`src/include/decode_defs.svh`:
```
`ifndef DECODE_DEFS_SVH
`define DECODE_DEFS_SVH

////////////////////////////////////////
// datapath widths
////////////////////////////////////////
`define DATA_WIDTH    16  // register word and immediate
`define INSTR_WIDTH   32
`define PC_WIDTH      16
`define OPCODE_WIDTH  8   // instr[31:24]
`define CC_WIDTH      3   // n z p

// register file shape
`define NUM_REGS      16
`define REG_IDX_WIDTH 4
`define LINK_REG      7   // return address for JSR / JSRR

////////////////////////////////////////
// opcodes
////////////////////////////////////////
// alu
`define OP_ADD        8'h00
`define OP_ADDI       8'h01
`define OP_AND        8'h02
`define OP_ANDI       8'h03

// moves and memory
`define OP_MOV        8'h04
`define OP_MOVI       8'h05
`define OP_LDW        8'h06
`define OP_STW        8'h07

// jumps
`define OP_JMP        8'h10
`define OP_JSR        8'h11
`define OP_JSRR       8'h12

// branch family, low three bits are the n z p mask
`define OP_BR_PREFIX  5'b00101

// condition code encodings
`define CC_N          3'b100
`define CC_Z          3'b010
`define CC_P          3'b001

`endif

```
`src/rtl/decode_pkg.sv`:
```
`include "decode_defs.svh"

package decodePkg;

  ////////////////////////////////////////
  // datapath words
  ////////////////////////////////////////
  typedef logic [`DATA_WIDTH-1:0]    regDataT;  // one register value
  typedef logic [`INSTR_WIDTH-1:0]   instrT;    // raw instruction from fetch
  typedef logic [`PC_WIDTH-1:0]      pcT;

  // instruction fields
  typedef logic [`REG_IDX_WIDTH-1:0] regIdxT;   // register number
  typedef logic [`OPCODE_WIDTH-1:0]  opcodeT;

  // decode-side state
  typedef logic [`CC_WIDTH-1:0]      condCodeT; // n z p
  typedef logic [`NUM_REGS-1:0]      regMaskT;  // one bit per register

endpackage

```
`src/rtl/decodeStage.sv`:
```
`timescale 1ns/1ps

module decodeStage
(
  input  logic               I_CLOCK,
  input  logic               rstN,

  // fetch
  input  logic               inValid,
  input  decodePkg::instrT   inInstr,
  input  decodePkg::pcT      inPc,
  output logic               inReady,

  // execute
  output logic               outValid,
  input  logic               outReady,
  output decodePkg::pcT      outPc,
  output decodePkg::opcodeT  outOpcode,
  output decodePkg::regDataT outSrc1,
  output decodePkg::regDataT outSrc2,
  output decodePkg::regDataT outImm,
  output decodePkg::regIdxT  outDestIdx,
  output logic               outWritesDest,
  output decodePkg::regDataT outDestValue,

  // writeback
  input  logic               wbEnable,
  input  decodePkg::regIdxT  wbIdx,
  input  decodePkg::regDataT wbData
);

  ////////////////////////////////////////
  // decoder to issue / register file
  ////////////////////////////////////////
  decodePkg::opcodeT   opcode;
  decodePkg::regIdxT   src1Idx;
  decodePkg::regIdxT   src2Idx;
  decodePkg::regIdxT   destIdx;
  logic                useSrc1;
  logic                useSrc2;
  logic                writesDest;
  logic                isBranch;
  decodePkg::condCodeT branchMask;
  logic                isLink;
  decodePkg::regDataT  imm;

  // register file to issue
  decodePkg::regDataT  src1Data;
  decodePkg::regDataT  src2Data;
  logic                src1Ready;
  logic                src2Ready;
  logic                allReady;
  decodePkg::condCodeT condCode;

  // issue back to scoreboard
  logic                claimEnable;
  decodePkg::regIdxT   claimIdx;

  instrDecoder decoder
  (
    .instr      (inInstr),
    .opcode     (opcode),
    .src1Idx    (src1Idx),
    .src2Idx    (src2Idx),
    .destIdx    (destIdx),
    .useSrc1    (useSrc1),
    .useSrc2    (useSrc2),
    .writesDest (writesDest),
    .isBranch   (isBranch),
    .branchMask (branchMask),
    .isLink     (isLink),
    .imm        (imm)
  );

  regFileScoreboard regFile
  (
    .I_CLOCK     (I_CLOCK),
    .rstN        (rstN),
    .wbEnable    (wbEnable),
    .wbIdx       (wbIdx),
    .wbData      (wbData),
    .src1Idx     (src1Idx),
    .src2Idx     (src2Idx),
    .claimEnable (claimEnable),
    .claimIdx    (claimIdx),
    .src1Data    (src1Data),
    .src2Data    (src2Data),
    .src1Ready   (src1Ready),
    .src2Ready   (src2Ready),
    .allReady    (allReady),
    .condCode    (condCode)
  );

  issueStage issue
  (
    .I_CLOCK       (I_CLOCK),
    .rstN          (rstN),
    .inValid       (inValid),
    .inPc          (inPc),
    .inReady       (inReady),
    .opcode        (opcode),
    .src1Idx       (src1Idx),
    .src2Idx       (src2Idx),
    .destIdx       (destIdx),
    .useSrc1       (useSrc1),
    .useSrc2       (useSrc2),
    .writesDest    (writesDest),
    .isBranch      (isBranch),
    .branchMask    (branchMask),
    .isLink        (isLink),
    .imm           (imm),
    .src1Data      (src1Data),
    .src2Data      (src2Data),
    .src1Ready     (src1Ready),
    .src2Ready     (src2Ready),
    .allReady      (allReady),
    .condCode      (condCode),
    .claimEnable   (claimEnable),
    .claimIdx      (claimIdx),
    .outValid      (outValid),
    .outReady      (outReady),
    .outPc         (outPc),
    .outOpcode     (outOpcode),
    .outSrc1       (outSrc1),
    .outSrc2       (outSrc2),
    .outImm        (outImm),
    .outDestIdx    (outDestIdx),
    .outWritesDest (outWritesDest),
    .outDestValue  (outDestValue)
  );

endmodule

```
`src/rtl/instrDecoder.sv`:
```
`timescale 1ns/1ps
`include "decode_defs.svh"

module instrDecoder
(
  input  decodePkg::instrT    instr,

  output decodePkg::opcodeT   opcode,
  output decodePkg::regIdxT   src1Idx,
  output decodePkg::regIdxT   src2Idx,
  output decodePkg::regIdxT   destIdx,
  output logic                useSrc1,
  output logic                useSrc2,
  output logic                writesDest,
  output logic                isBranch,
  output decodePkg::condCodeT branchMask,
  output logic                isLink,
  output decodePkg::regDataT  imm
);

  ////////////////////////////////////////
  // fixed fields
  ////////////////////////////////////////
  assign opcode     = instr[31:24];
  assign branchMask = instr[26:24];  // n z p bits of a BR

  // prefix match plus a nonzero mask
  assign isBranch = (opcode[7:3] == `OP_BR_PREFIX) && (opcode[2:0] != 3'b000);

  // sign extend low half into a register word
  assign imm = decodePkg::regDataT'($signed(instr[15:0]));

  ////////////////////////////////////////
  // per-class register selection
  ////////////////////////////////////////
  always_comb
  begin
    // usual spots, nothing used yet
    src1Idx    = instr[19:16];
    src2Idx    = instr[11:8];
    destIdx    = '0;
    useSrc1    = 1'b0;
    useSrc2    = 1'b0;
    writesDest = 1'b0;
    isLink     = 1'b0;

    case (opcode)
      `OP_ADD, `OP_AND:
      begin
        useSrc1    = 1'b1;
        useSrc2    = 1'b1;
        writesDest = 1'b1;
        destIdx    = instr[23:20];
      end
      `OP_ADDI, `OP_ANDI, `OP_LDW:
      begin
        useSrc1    = 1'b1;          // base or first operand
        writesDest = 1'b1;
        destIdx    = instr[23:20];
      end
      `OP_MOV:
      begin
        useSrc2    = 1'b1;          // source sits in 11:8
        writesDest = 1'b1;
        destIdx    = instr[19:16];  // dest moves down for moves
      end
      `OP_MOVI:
      begin
        writesDest = 1'b1;
        destIdx    = instr[19:16];
      end
      `OP_STW:
      begin
        src2Idx = instr[23:20];     // store value rides the second port
        useSrc1 = 1'b1;             // base
        useSrc2 = 1'b1;
      end
      `OP_JMP:
      begin
        useSrc1 = 1'b1;             // target register
      end
      `OP_JSR:
      begin
        writesDest = 1'b1;
        destIdx    = decodePkg::regIdxT'(`LINK_REG);
        isLink     = 1'b1;
      end
      `OP_JSRR:
      begin
        useSrc1    = 1'b1;          // target register
        writesDest = 1'b1;
        destIdx    = decodePkg::regIdxT'(`LINK_REG);
        isLink     = 1'b1;
      end
      default:
      begin
        // branches and unknown opcodes read and write nothing
      end
    endcase
  end

endmodule

```
`src/rtl/issueStage.sv`:
```
`timescale 1ns/1ps
`include "decode_defs.svh"

module issueStage
(
  input  logic                I_CLOCK,
  input  logic                rstN,

  // fetch side
  input  logic                inValid,
  input  decodePkg::pcT       inPc,
  output logic                inReady,

  // from instrDecoder
  input  decodePkg::opcodeT   opcode,
  input  decodePkg::regIdxT   src1Idx,
  input  decodePkg::regIdxT   src2Idx,
  input  decodePkg::regIdxT   destIdx,
  input  logic                useSrc1,
  input  logic                useSrc2,
  input  logic                writesDest,
  input  logic                isBranch,
  input  decodePkg::condCodeT branchMask,
  input  logic                isLink,
  input  decodePkg::regDataT  imm,

  // from regFileScoreboard
  input  decodePkg::regDataT  src1Data,
  input  decodePkg::regDataT  src2Data,
  input  logic                src1Ready,
  input  logic                src2Ready,
  input  logic                allReady,
  input  decodePkg::condCodeT condCode,

  output logic                claimEnable,
  output decodePkg::regIdxT   claimIdx,

  // execute side
  output logic                outValid,
  input  logic                outReady,
  output decodePkg::pcT       outPc,
  output decodePkg::opcodeT   outOpcode,
  output decodePkg::regDataT  outSrc1,
  output decodePkg::regDataT  outSrc2,
  output decodePkg::regDataT  outImm,
  output decodePkg::regIdxT   outDestIdx,
  output logic                outWritesDest,
  output decodePkg::regDataT  outDestValue
);

  logic               hazard;
  logic               accept;
  logic               branchTaken;
  logic               isStore;
  logic               isJump;
  logic               isJsr;
  decodePkg::regDataT shiftedImm;
  decodePkg::regDataT immNext;
  decodePkg::regDataT destValueNext;

  ////////////////////////////////////////
  // hazard and handshake
  ////////////////////////////////////////
  assign hazard = (useSrc1 && !src1Ready)
               || (useSrc2 && !src2Ready)
               || (isBranch && !allReady);               // branch waits for everything

  assign inReady = !hazard && (!outValid || outReady);  // room or draining
  assign accept  = inValid && inReady;

  // dest goes busy on the accept edge
  assign claimEnable = accept && writesDest;
  assign claimIdx    = destIdx;

  ////////////////////////////////////////
  // payload select
  ////////////////////////////////////////
  assign isStore     = (opcode == `OP_STW);
  assign isJump      = (opcode == `OP_JMP);
  assign isJsr       = (opcode == `OP_JSR);
  assign shiftedImm  = imm << 2;                          // word offset to bytes
  assign branchTaken = isBranch && ((condCode & branchMask) != '0);

  always_comb
  begin
    immNext = imm;
    if (isBranch)
      immNext = branchTaken ? shiftedImm : '0;  // zero offset = fall through
    else if (isJsr)
      immNext = shiftedImm;

    destValueNext = '0;
    if (isStore)
      destValueNext = src2Data;                 // store value
    else if (isJump)
      destValueNext = src1Data;                 // target address
    else if (isLink)
      destValueNext = decodePkg::regDataT'(inPc);  // return address
  end

  ////////////////////////////////////////
  // output register
  ////////////////////////////////////////
  always_ff @(posedge I_CLOCK)
  begin
    if (!rstN)
      outValid <= 1'b0;
    else if (accept)
      outValid <= 1'b1;
    else if (outReady)
      outValid <= 1'b0;  // drained, nothing new
  end

  // holds whenever no accept, covers back-pressure
  always_ff @(posedge I_CLOCK)
  begin
    if (accept)
    begin
      outPc         <= inPc;
      outOpcode     <= opcode;
      outSrc1       <= useSrc1 ? src1Data : '0;
      outSrc2       <= (useSrc2 && !isStore) ? src2Data : '0;
      outImm        <= immNext;
      outDestIdx    <= destIdx;
      outWritesDest <= writesDest;
      outDestValue  <= destValueNext;
    end
  end

endmodule

```
`src/rtl/regFileScoreboard.sv`:
```
`timescale 1ns/1ps
`include "decode_defs.svh"

module regFileScoreboard
(
  input  logic                I_CLOCK,
  input  logic                rstN,

  // writeback
  input  logic                wbEnable,
  input  decodePkg::regIdxT   wbIdx,
  input  decodePkg::regDataT  wbData,

  // read ports
  input  decodePkg::regIdxT   src1Idx,
  input  decodePkg::regIdxT   src2Idx,

  // dest claim from issue
  input  logic                claimEnable,
  input  decodePkg::regIdxT   claimIdx,

  output decodePkg::regDataT  src1Data,
  output decodePkg::regDataT  src2Data,
  output logic                src1Ready,
  output logic                src2Ready,
  output logic                allReady,
  output decodePkg::condCodeT condCode
);

  ////////////////////////////////////////
  // state
  ////////////////////////////////////////
  decodePkg::regDataT  regs [`NUM_REGS];
  decodePkg::regMaskT  validBits;    // 1 = value is current
  decodePkg::condCodeT ccReg;

  decodePkg::regMaskT  wbMask;
  decodePkg::regMaskT  claimMask;
  decodePkg::regMaskT  validWithWb;  // scoreboard as seen this cycle
  decodePkg::condCodeT wbCc;

  // one-hot masks for the two scoreboard updates
  assign wbMask    = wbEnable ? (decodePkg::regMaskT'(1) << wbIdx) : '0;
  assign claimMask = claimEnable ? (decodePkg::regMaskT'(1) << claimIdx) : '0;

  assign validWithWb = validBits | wbMask;  // same-cycle writeback counts

  // code from the signed writeback value
  always_comb
  begin
    if ($signed(wbData) < 0)
      wbCc = `CC_N;
    else if (wbData == '0)
      wbCc = `CC_Z;
    else
      wbCc = `CC_P;
  end

  ////////////////////////////////////////
  // reads with writeback bypass
  ////////////////////////////////////////
  assign src1Data = (wbEnable && (wbIdx == src1Idx)) ? wbData : regs[src1Idx];
  assign src2Data = (wbEnable && (wbIdx == src2Idx)) ? wbData : regs[src2Idx];

  assign src1Ready = validWithWb[src1Idx];
  assign src2Ready = validWithWb[src2Idx];
  assign allReady  = &validWithWb;         // branch gate

  // a branch in the writeback cycle sees the new code
  assign condCode = wbEnable ? wbCc : ccReg;

  ////////////////////////////////////////
  // writes
  ////////////////////////////////////////
  always_ff @(posedge I_CLOCK)
  begin
    if (!rstN)
    begin
      for (int i = 0; i < `NUM_REGS; i++)
      begin
        regs[i] <= '0;
      end
      validBits <= '1;   // nothing in flight
      ccReg     <= '0;   // no branch taken until first writeback
    end
    else
    begin
      if (wbEnable)
      begin
        regs[wbIdx] <= wbData;
        ccReg       <= wbCc;
      end
      // claim applied after the set, so it wins on a tie
      validBits <= validWithWb & ~claimMask;
    end
  end

endmodule

```
`config.mk`:
```
export PLATFORM = sky130hd
export DESIGN_NAME = decodeStage
export DESIGN_NICKNAME = d
export VERILOG_FILES = /design/src/rtl/decode_pkg.sv /design/src/rtl/decodeStage.sv /design/src/rtl/instrDecoder.sv /design/src/rtl/issueStage.sv /design/src/rtl/regFileScoreboard.sv
export VERILOG_INCLUDE_DIRS = /design/src /design/src/include
export SDC_FILE = /design/constraint.sdc
export NUM_CORES = 1
export LEC_CHECK = 0
export BUFFER_PORTS_ARGS = -buffer_cell sky130_fd_sc_hd__buf_4
export CAP_MARGIN = 15
export CORE_AREA = 2 2 187 226
export CTS_CLUSTER_DIAMETER = 50
export DETAILED_ROUTE_END_ITERATION = 8
export DIE_AREA = 0 0 189 228
export GPL_TIMING_DRIVEN = 0
export PLACE_DENSITY_LB_ADDON = 0.12
export SLEW_MARGIN = 20
export SYNTH_ARGS = -nofsm -noshare
export SYNTH_HDL_FRONTEND = slang
export SYNTH_SLANG_ARGS = --single-unit
export TNS_END_PERCENT = 20
```
`constraint.sdc`:
```
create_clock -name I_CLOCK -period 4.1 [get_ports I_CLOCK]
set_input_delay 0.82 -clock I_CLOCK [delete_from_list [all_inputs] [get_ports I_CLOCK]]
set_output_delay 0.82 -clock I_CLOCK [all_outputs]
set_load 0.02 [all_outputs]
```
==> impl_metrics.xml <==
<?xml version="1.0" encoding="UTF-8"?>
<metrics>
  <group name="status">
    <metric name="status" unit="">finished, violations left</metric>
    <metric name="failing_checks" unit="">negative setup slack</metric>
  </group>
  <group name="die">
    <metric name="chipHeight" unit="um">228</metric>
    <metric name="core_region_area" unit="um2">41100</metric>
    <metric name="design.die.area" unit="um2">43100</metric>
    <metric name="io_pins" unit="">168</metric>
    <metric name="chip_width" unit="um">189</metric>
    <metric name="floorplan.initialDensity" unit="%">47.1</metric>
    <metric name="core.rowCount" unit="">82</metric>
  </group>
  <group name="setup_path">
    <metric name="cp_data_arrival_time" unit="ns">3.32</metric>
    <metric name="critPathBufInv" unit="">3</metric>
    <metric name="path_delay_family" unit="">compound AO/OA/AOI/OAI gates</metric>
    <metric name="timing.setup.critical_path_class" unit="">in2out</metric>
    <metric name="path_max_fanout" unit="">9</metric>
    <metric name="worstPathCellList" unit="">clkbuf_1 &gt; and3b_1 &gt; buf_2 &gt; a21oi_1 &gt; mux2i_1 &gt; nor3b_1 &gt; a2111oi_1 &gt; o32ai_2 &gt; nor2_1 &gt; buf_4</metric>
    <metric name="worst_setup_ep_type" unit="">output port</metric>
    <metric name="worst_ep_required" unit="ns">3.28</metric>
    <metric name="slowest_delay" unit="ns">0.57</metric>
    <metric name="timing.critical_path.slowest_stage_cell" unit="">sky130_fd_sc_hd__o32ai_2</metric>
    <metric name="startpoint_type" unit="">input port</metric>
  </group>
  <group name="finish">
    <metric name="layout.nets" unit="">1731</metric>
    <metric name="antenna-diode-count" unit="">0</metric>
    <metric name="final_layout_size_suffix_gt1_share" unit="%">27.4</metric>
    <metric name="area_delta_synth_final" unit="%">16.1</metric>
  </group>
  <group name="grt">
    <metric name="grt_start_max_net_pins" unit="">103</metric>
    <metric name="grt.overflow.total" unit="">0</metric>
    <metric name="antenna_violations_before_repair" unit="">1</metric>
    <metric name="globalRouteTotalUtil" unit="%">29.9</metric>
    <metric name="vias_in_the_first_global_route" unit="">13800</metric>
    <metric name="grt_first_pass_wirelength" unit="mm">93.1</metric>
  </group>
  <group name="logic_synthesis">
    <metric name="synth_top_cells_by_area" unit="">sky130_fd_sc_hd__edfxtp_1 54%, sky130_fd_sc_hd__mux4_2 9.5%, sky130_fd_sc_hd__and2_1 7.9%</metric>
    <metric name="synth.top_cells.by_count" unit="">349 x sky130_fd_sc_hd__edfxtp_1, 246 x sky130_fd_sc_hd__and2_1, 117 x sky130_fd_sc_hd__mux2_2, 97 x sky130_fd_sc_hd__clkbuf_1, 82 x sky130_fd_sc_hd__mux4_2</metric>
    <metric name="netlist-cell-type-count" unit="">76</metric>
    <metric name="mappedNetlistNets" unit="">1542</metric>
    <metric name="synth_async_sr_flop_share" unit="%">0</metric>
    <metric name="postSynthRegisterBits" unit="">369</metric>
    <metric name="leading_cell_type_by_number_of_instances_after_synthesis" unit="">sky130_fd_sc_hd__edfxtp_1</metric>
    <metric name="ys.warnings.count" unit="">0</metric>
    <metric name="synth_seq_area_share" unit="%">56.1</metric>
    <metric name="per_instance_average_area_after_synthesis" unit="um2">13.2</metric>
    <metric name="number_of_enable_flip_flop_cells_after_synthesis" unit="">349</metric>
    <metric name="synth_ff_type" unit="">sky130_fd_sc_hd__edfxtp_1</metric>
    <metric name="mappedNetlistArea" unit="um2">19400</metric>
    <metric name="synth.largest_area_cell" unit="">sky130_fd_sc_hd__edfxtp_1</metric>
    <metric name="syn_inst" unit="">1469</metric>
    <metric name="synth_largest_type_area_fraction" unit="%">54.0</metric>
  </group>
  <group name="sta">
    <metric name="finalCritPeriodShare" unit="%">101</metric>
    <metric name="achievable-frequency" unit="MHz">242</metric>
    <metric name="clock_skew" unit="ns">0.0210</metric>
    <metric name="max_slew.worst_pin.slew" unit="ns">1.23</metric>
    <metric name="timing.hold.ws" unit="ns">0.452</metric>
    <metric name="finalWorstPathRequiredPeriod" unit="ns">4.14</metric>
    <metric name="final.setup.worst_slack" unit="ns">-0.0397</metric>
    <metric name="report.final.slew_viol_count" unit="">0</metric>
    <metric name="final-setup-viol-count" unit="">1</metric>
    <metric name="final_hold_viol_count" unit="">0</metric>
    <metric name="slew_headroom" unit="%">18.3</metric>
    <metric name="rsz0062_at_grt" unit="">yes</metric>
  </group>
  <group name="place">
    <metric name="post_placement_setup_slack" unit="ns">-0.785</metric>
    <metric name="port_buffers" unit="">146</metric>
    <metric name="detailed_place_hpwl" unit="mm">45.0</metric>
    <metric name="routabilityCongestion" unit="">0.915</metric>
  </group>
  <group name="min_path">
    <metric name="class_of_the_tightest_hold_or_removal_check" unit="">in2reg</metric>
  </group>
  <group name="routing">
    <metric name="drt_drc_violations_left" unit="">0</metric>
    <metric name="route.vias.total" unit="">14000</metric>
    <metric name="detailedRoute.firstIterationViolations" unit="">1735</metric>
    <metric name="detail_route.vias_per_cell" unit="">6.25</metric>
    <metric name="antenna_violating_nets_post_route" unit="">0</metric>
    <metric name="drt_wl_total" unit="mm">64.9</metric>
    <metric name="drt_first_pass_iters" unit="">7</metric>
    <metric name="avgRoutedWirePerCell" unit="um">29.0</metric>
  </group>
  <group name="job">
    <metric name="drv.max_cap_violation_count" unit="">0</metric>
  </group>
  <group name="pwr">
    <metric name="vdd.ir_drop.worst" unit="V">0.000255</metric>
    <metric name="powerDensity" unit="nW/um2">412</metric>
    <metric name="cellLeakagePower" unit="nW">7.97</metric>
  </group>
  <group name="clocking">
    <metric name="ctsHoldBuffers" unit="">0</metric>
    <metric name="h-tree-depth" unit="">2</metric>
    <metric name="clock_sinks" unit="">369</metric>
    <metric name="cts_root_buffer" unit="">sky130_fd_sc_hd__clkbuf_16</metric>
    <metric name="clk_slew_on_worst_s_h_paths" unit="ns">0.06</metric>
    <metric name="cts_tree" unit="">built</metric>
    <metric name="clk_latency" unit="ns">0.56</metric>
    <metric name="cts_buffers" unit="">40</metric>
    <metric name="cts_max_path_bufs" unit="">3</metric>
  </group>
</metrics>
-- per-stage QoR --
stage / instance area, um2 / utilization, % / setup TNS (ns) / std cells / total power, W
2_1_floorplan: 19400 / - / 0 / 1469 / 0.00521
3_5_place_dp: 21200 / 51.6 / -74.20 / 2161 / 0.00572
5_1_grt: 22500 / 54.7 / -0.357 / 2234 / 0.00950
4_1_cts: 22500 / 54.7 / 0 / 2233 / 0.00927
3_3_place_gp: 21200 / 51.5 / -105.95 / 2161 / 0.00571
6_report: 22500 / 54.7 / -0.0397 / 2234 / 0.00928
-- state kept, by name, summed over array words and instances (netlist names) --
register and flops:
issue.outDestIdx 4, issue.outDestValue 16, issue.outImm 16, issue.outOpcode 8, issue.outPc 16, issue.outSrc1 16
issue.outSrc2 16, issue.outValid 1, issue.outWritesDest 1, regFile.ccReg 3, regFile.regs 256, regFile.validBits 16
-- layout make-up --
type,count,area [um2]
Clock inverter,21,195
Timing Repair Buffer,147,1100
Sequential cell,369,10900
Fill cell,3405,18600
Inverter,8,30.0
Tap cell,546,683
Clock buffer,51,1080
Multi-Input combinational cell,955,7970
Buffer,137,577
-- layer usage --
metal / global-route usage, % / vias up / wire length (um)
met5: 0 / - / 0
met1: 39.3 / 6941 / 25000
met3: 5.58 / 161 / 6270
li1: - / 5986 / -
met4: 11.4 / 0 / 2510
met2: 49.2 / 870 / 31200
-- layout by cell type, fill, tap and decap left out, types with 8 or more instances in the layout --
| cell type | n |
|---|---|
| sky130_fd_sc_hd__o221ai_1 | 9 |
| sky130_fd_sc_hd__a211oi_1 | 8 |
| sky130_fd_sc_hd__and3_1 | 19 |
| sky130_fd_sc_hd__nor2_1 | 77 |
| sky130_fd_sc_hd__clkbuf_16 | 42 |
| sky130_fd_sc_hd__o21ai_0 | 33 |
| sky130_fd_sc_hd__a32oi_1 | 13 |
| sky130_fd_sc_hd__o22ai_1 | 58 |
| sky130_fd_sc_hd__clkinv_1 | 10 |
| sky130_fd_sc_hd__edfxtp_1 | 349 |
| sky130_fd_sc_hd__dfxtp_1 | 20 |
| sky130_fd_sc_hd__mux2_2 | 117 |
| sky130_fd_sc_hd__buf_1 | 10 |
| sky130_fd_sc_hd__mux4_2 | 82 |
| sky130_fd_sc_hd__nand2b_1 | 8 |
| sky130_fd_sc_hd__nand3_1 | 10 |
| sky130_fd_sc_hd__nand2_2 | 8 |
| sky130_fd_sc_hd__mux2i_1 | 47 |
| sky130_fd_sc_hd__or3_1 | 8 |
| sky130_fd_sc_hd__and2_1 | 246 |
| sky130_fd_sc_hd__nor2b_1 | 9 |
| sky130_fd_sc_hd__buf_4 | 149 |
| sky130_fd_sc_hd__buf_2 | 25 |
| sky130_fd_sc_hd__nor3_1 | 18 |
| sky130_fd_sc_hd__clkbuf_1 | 100 |
| sky130_fd_sc_hd__nand2_1 | 46 |
| sky130_fd_sc_hd__nor4_1 | 14 |
| sky130_fd_sc_hd__o211ai_1 | 16 |
| sky130_fd_sc_hd__a21oi_1 | 32 |
-- report_power, final --
| group | total, W | internal [W] | switching (W) |
|---|---|---|---|
| Sequential | 0.00445 | 0.00435 | 0.0000977 |
| Clock | 0.00360 | 0.00207 | 0.00153 |
| Combinational | 0.00123 | 0.000477 | 0.000750 |
| Total | 0.00928 | 0.00690 | 0.00238 |
-- worst paths after layout --
check | startpoint | endpoint | slack (ns) | cells after the start
worst max-delay path | wbIdx[3] | inReady | -0.04 | 10
worst min-delay path | inPc[9] | issue.outPc[9]$_DFFE_PP_ | 0.45 | 1
worst max register to register | regFile.validBits[2]$_SDFF_PN1_ | issue.outImm[0]$_SDFFCE_PP0P_ | 1.08 | 7
worst min register to register | regFile.validBits[9]$_SDFF_PN1_ | regFile.validBits[9]$_SDFF_PN1_ | 0.56 | 2
-- cells by family after synthesis --
logic type | count (synthesis) | share of synthesized area, %
DFF | 369 | 56.1
buffers and inverters | 145 | 3.05
xor gates and xnor gates | 4 | 0.181
and+or+nand+nor | 491 | 14.5
muxes | 248 | 18.9
AOI/OAI and AO/OA | 212 | 7.30
-- timing repair --
action                                  CTS  global route
endpoints found under the hold margin     0             0
buffers inserted                          0             1
endpoints found under the setup margin   20            23
resized for setup                         6             6
pin swaps                                 0             2
(Power assumes the default switching activity.)
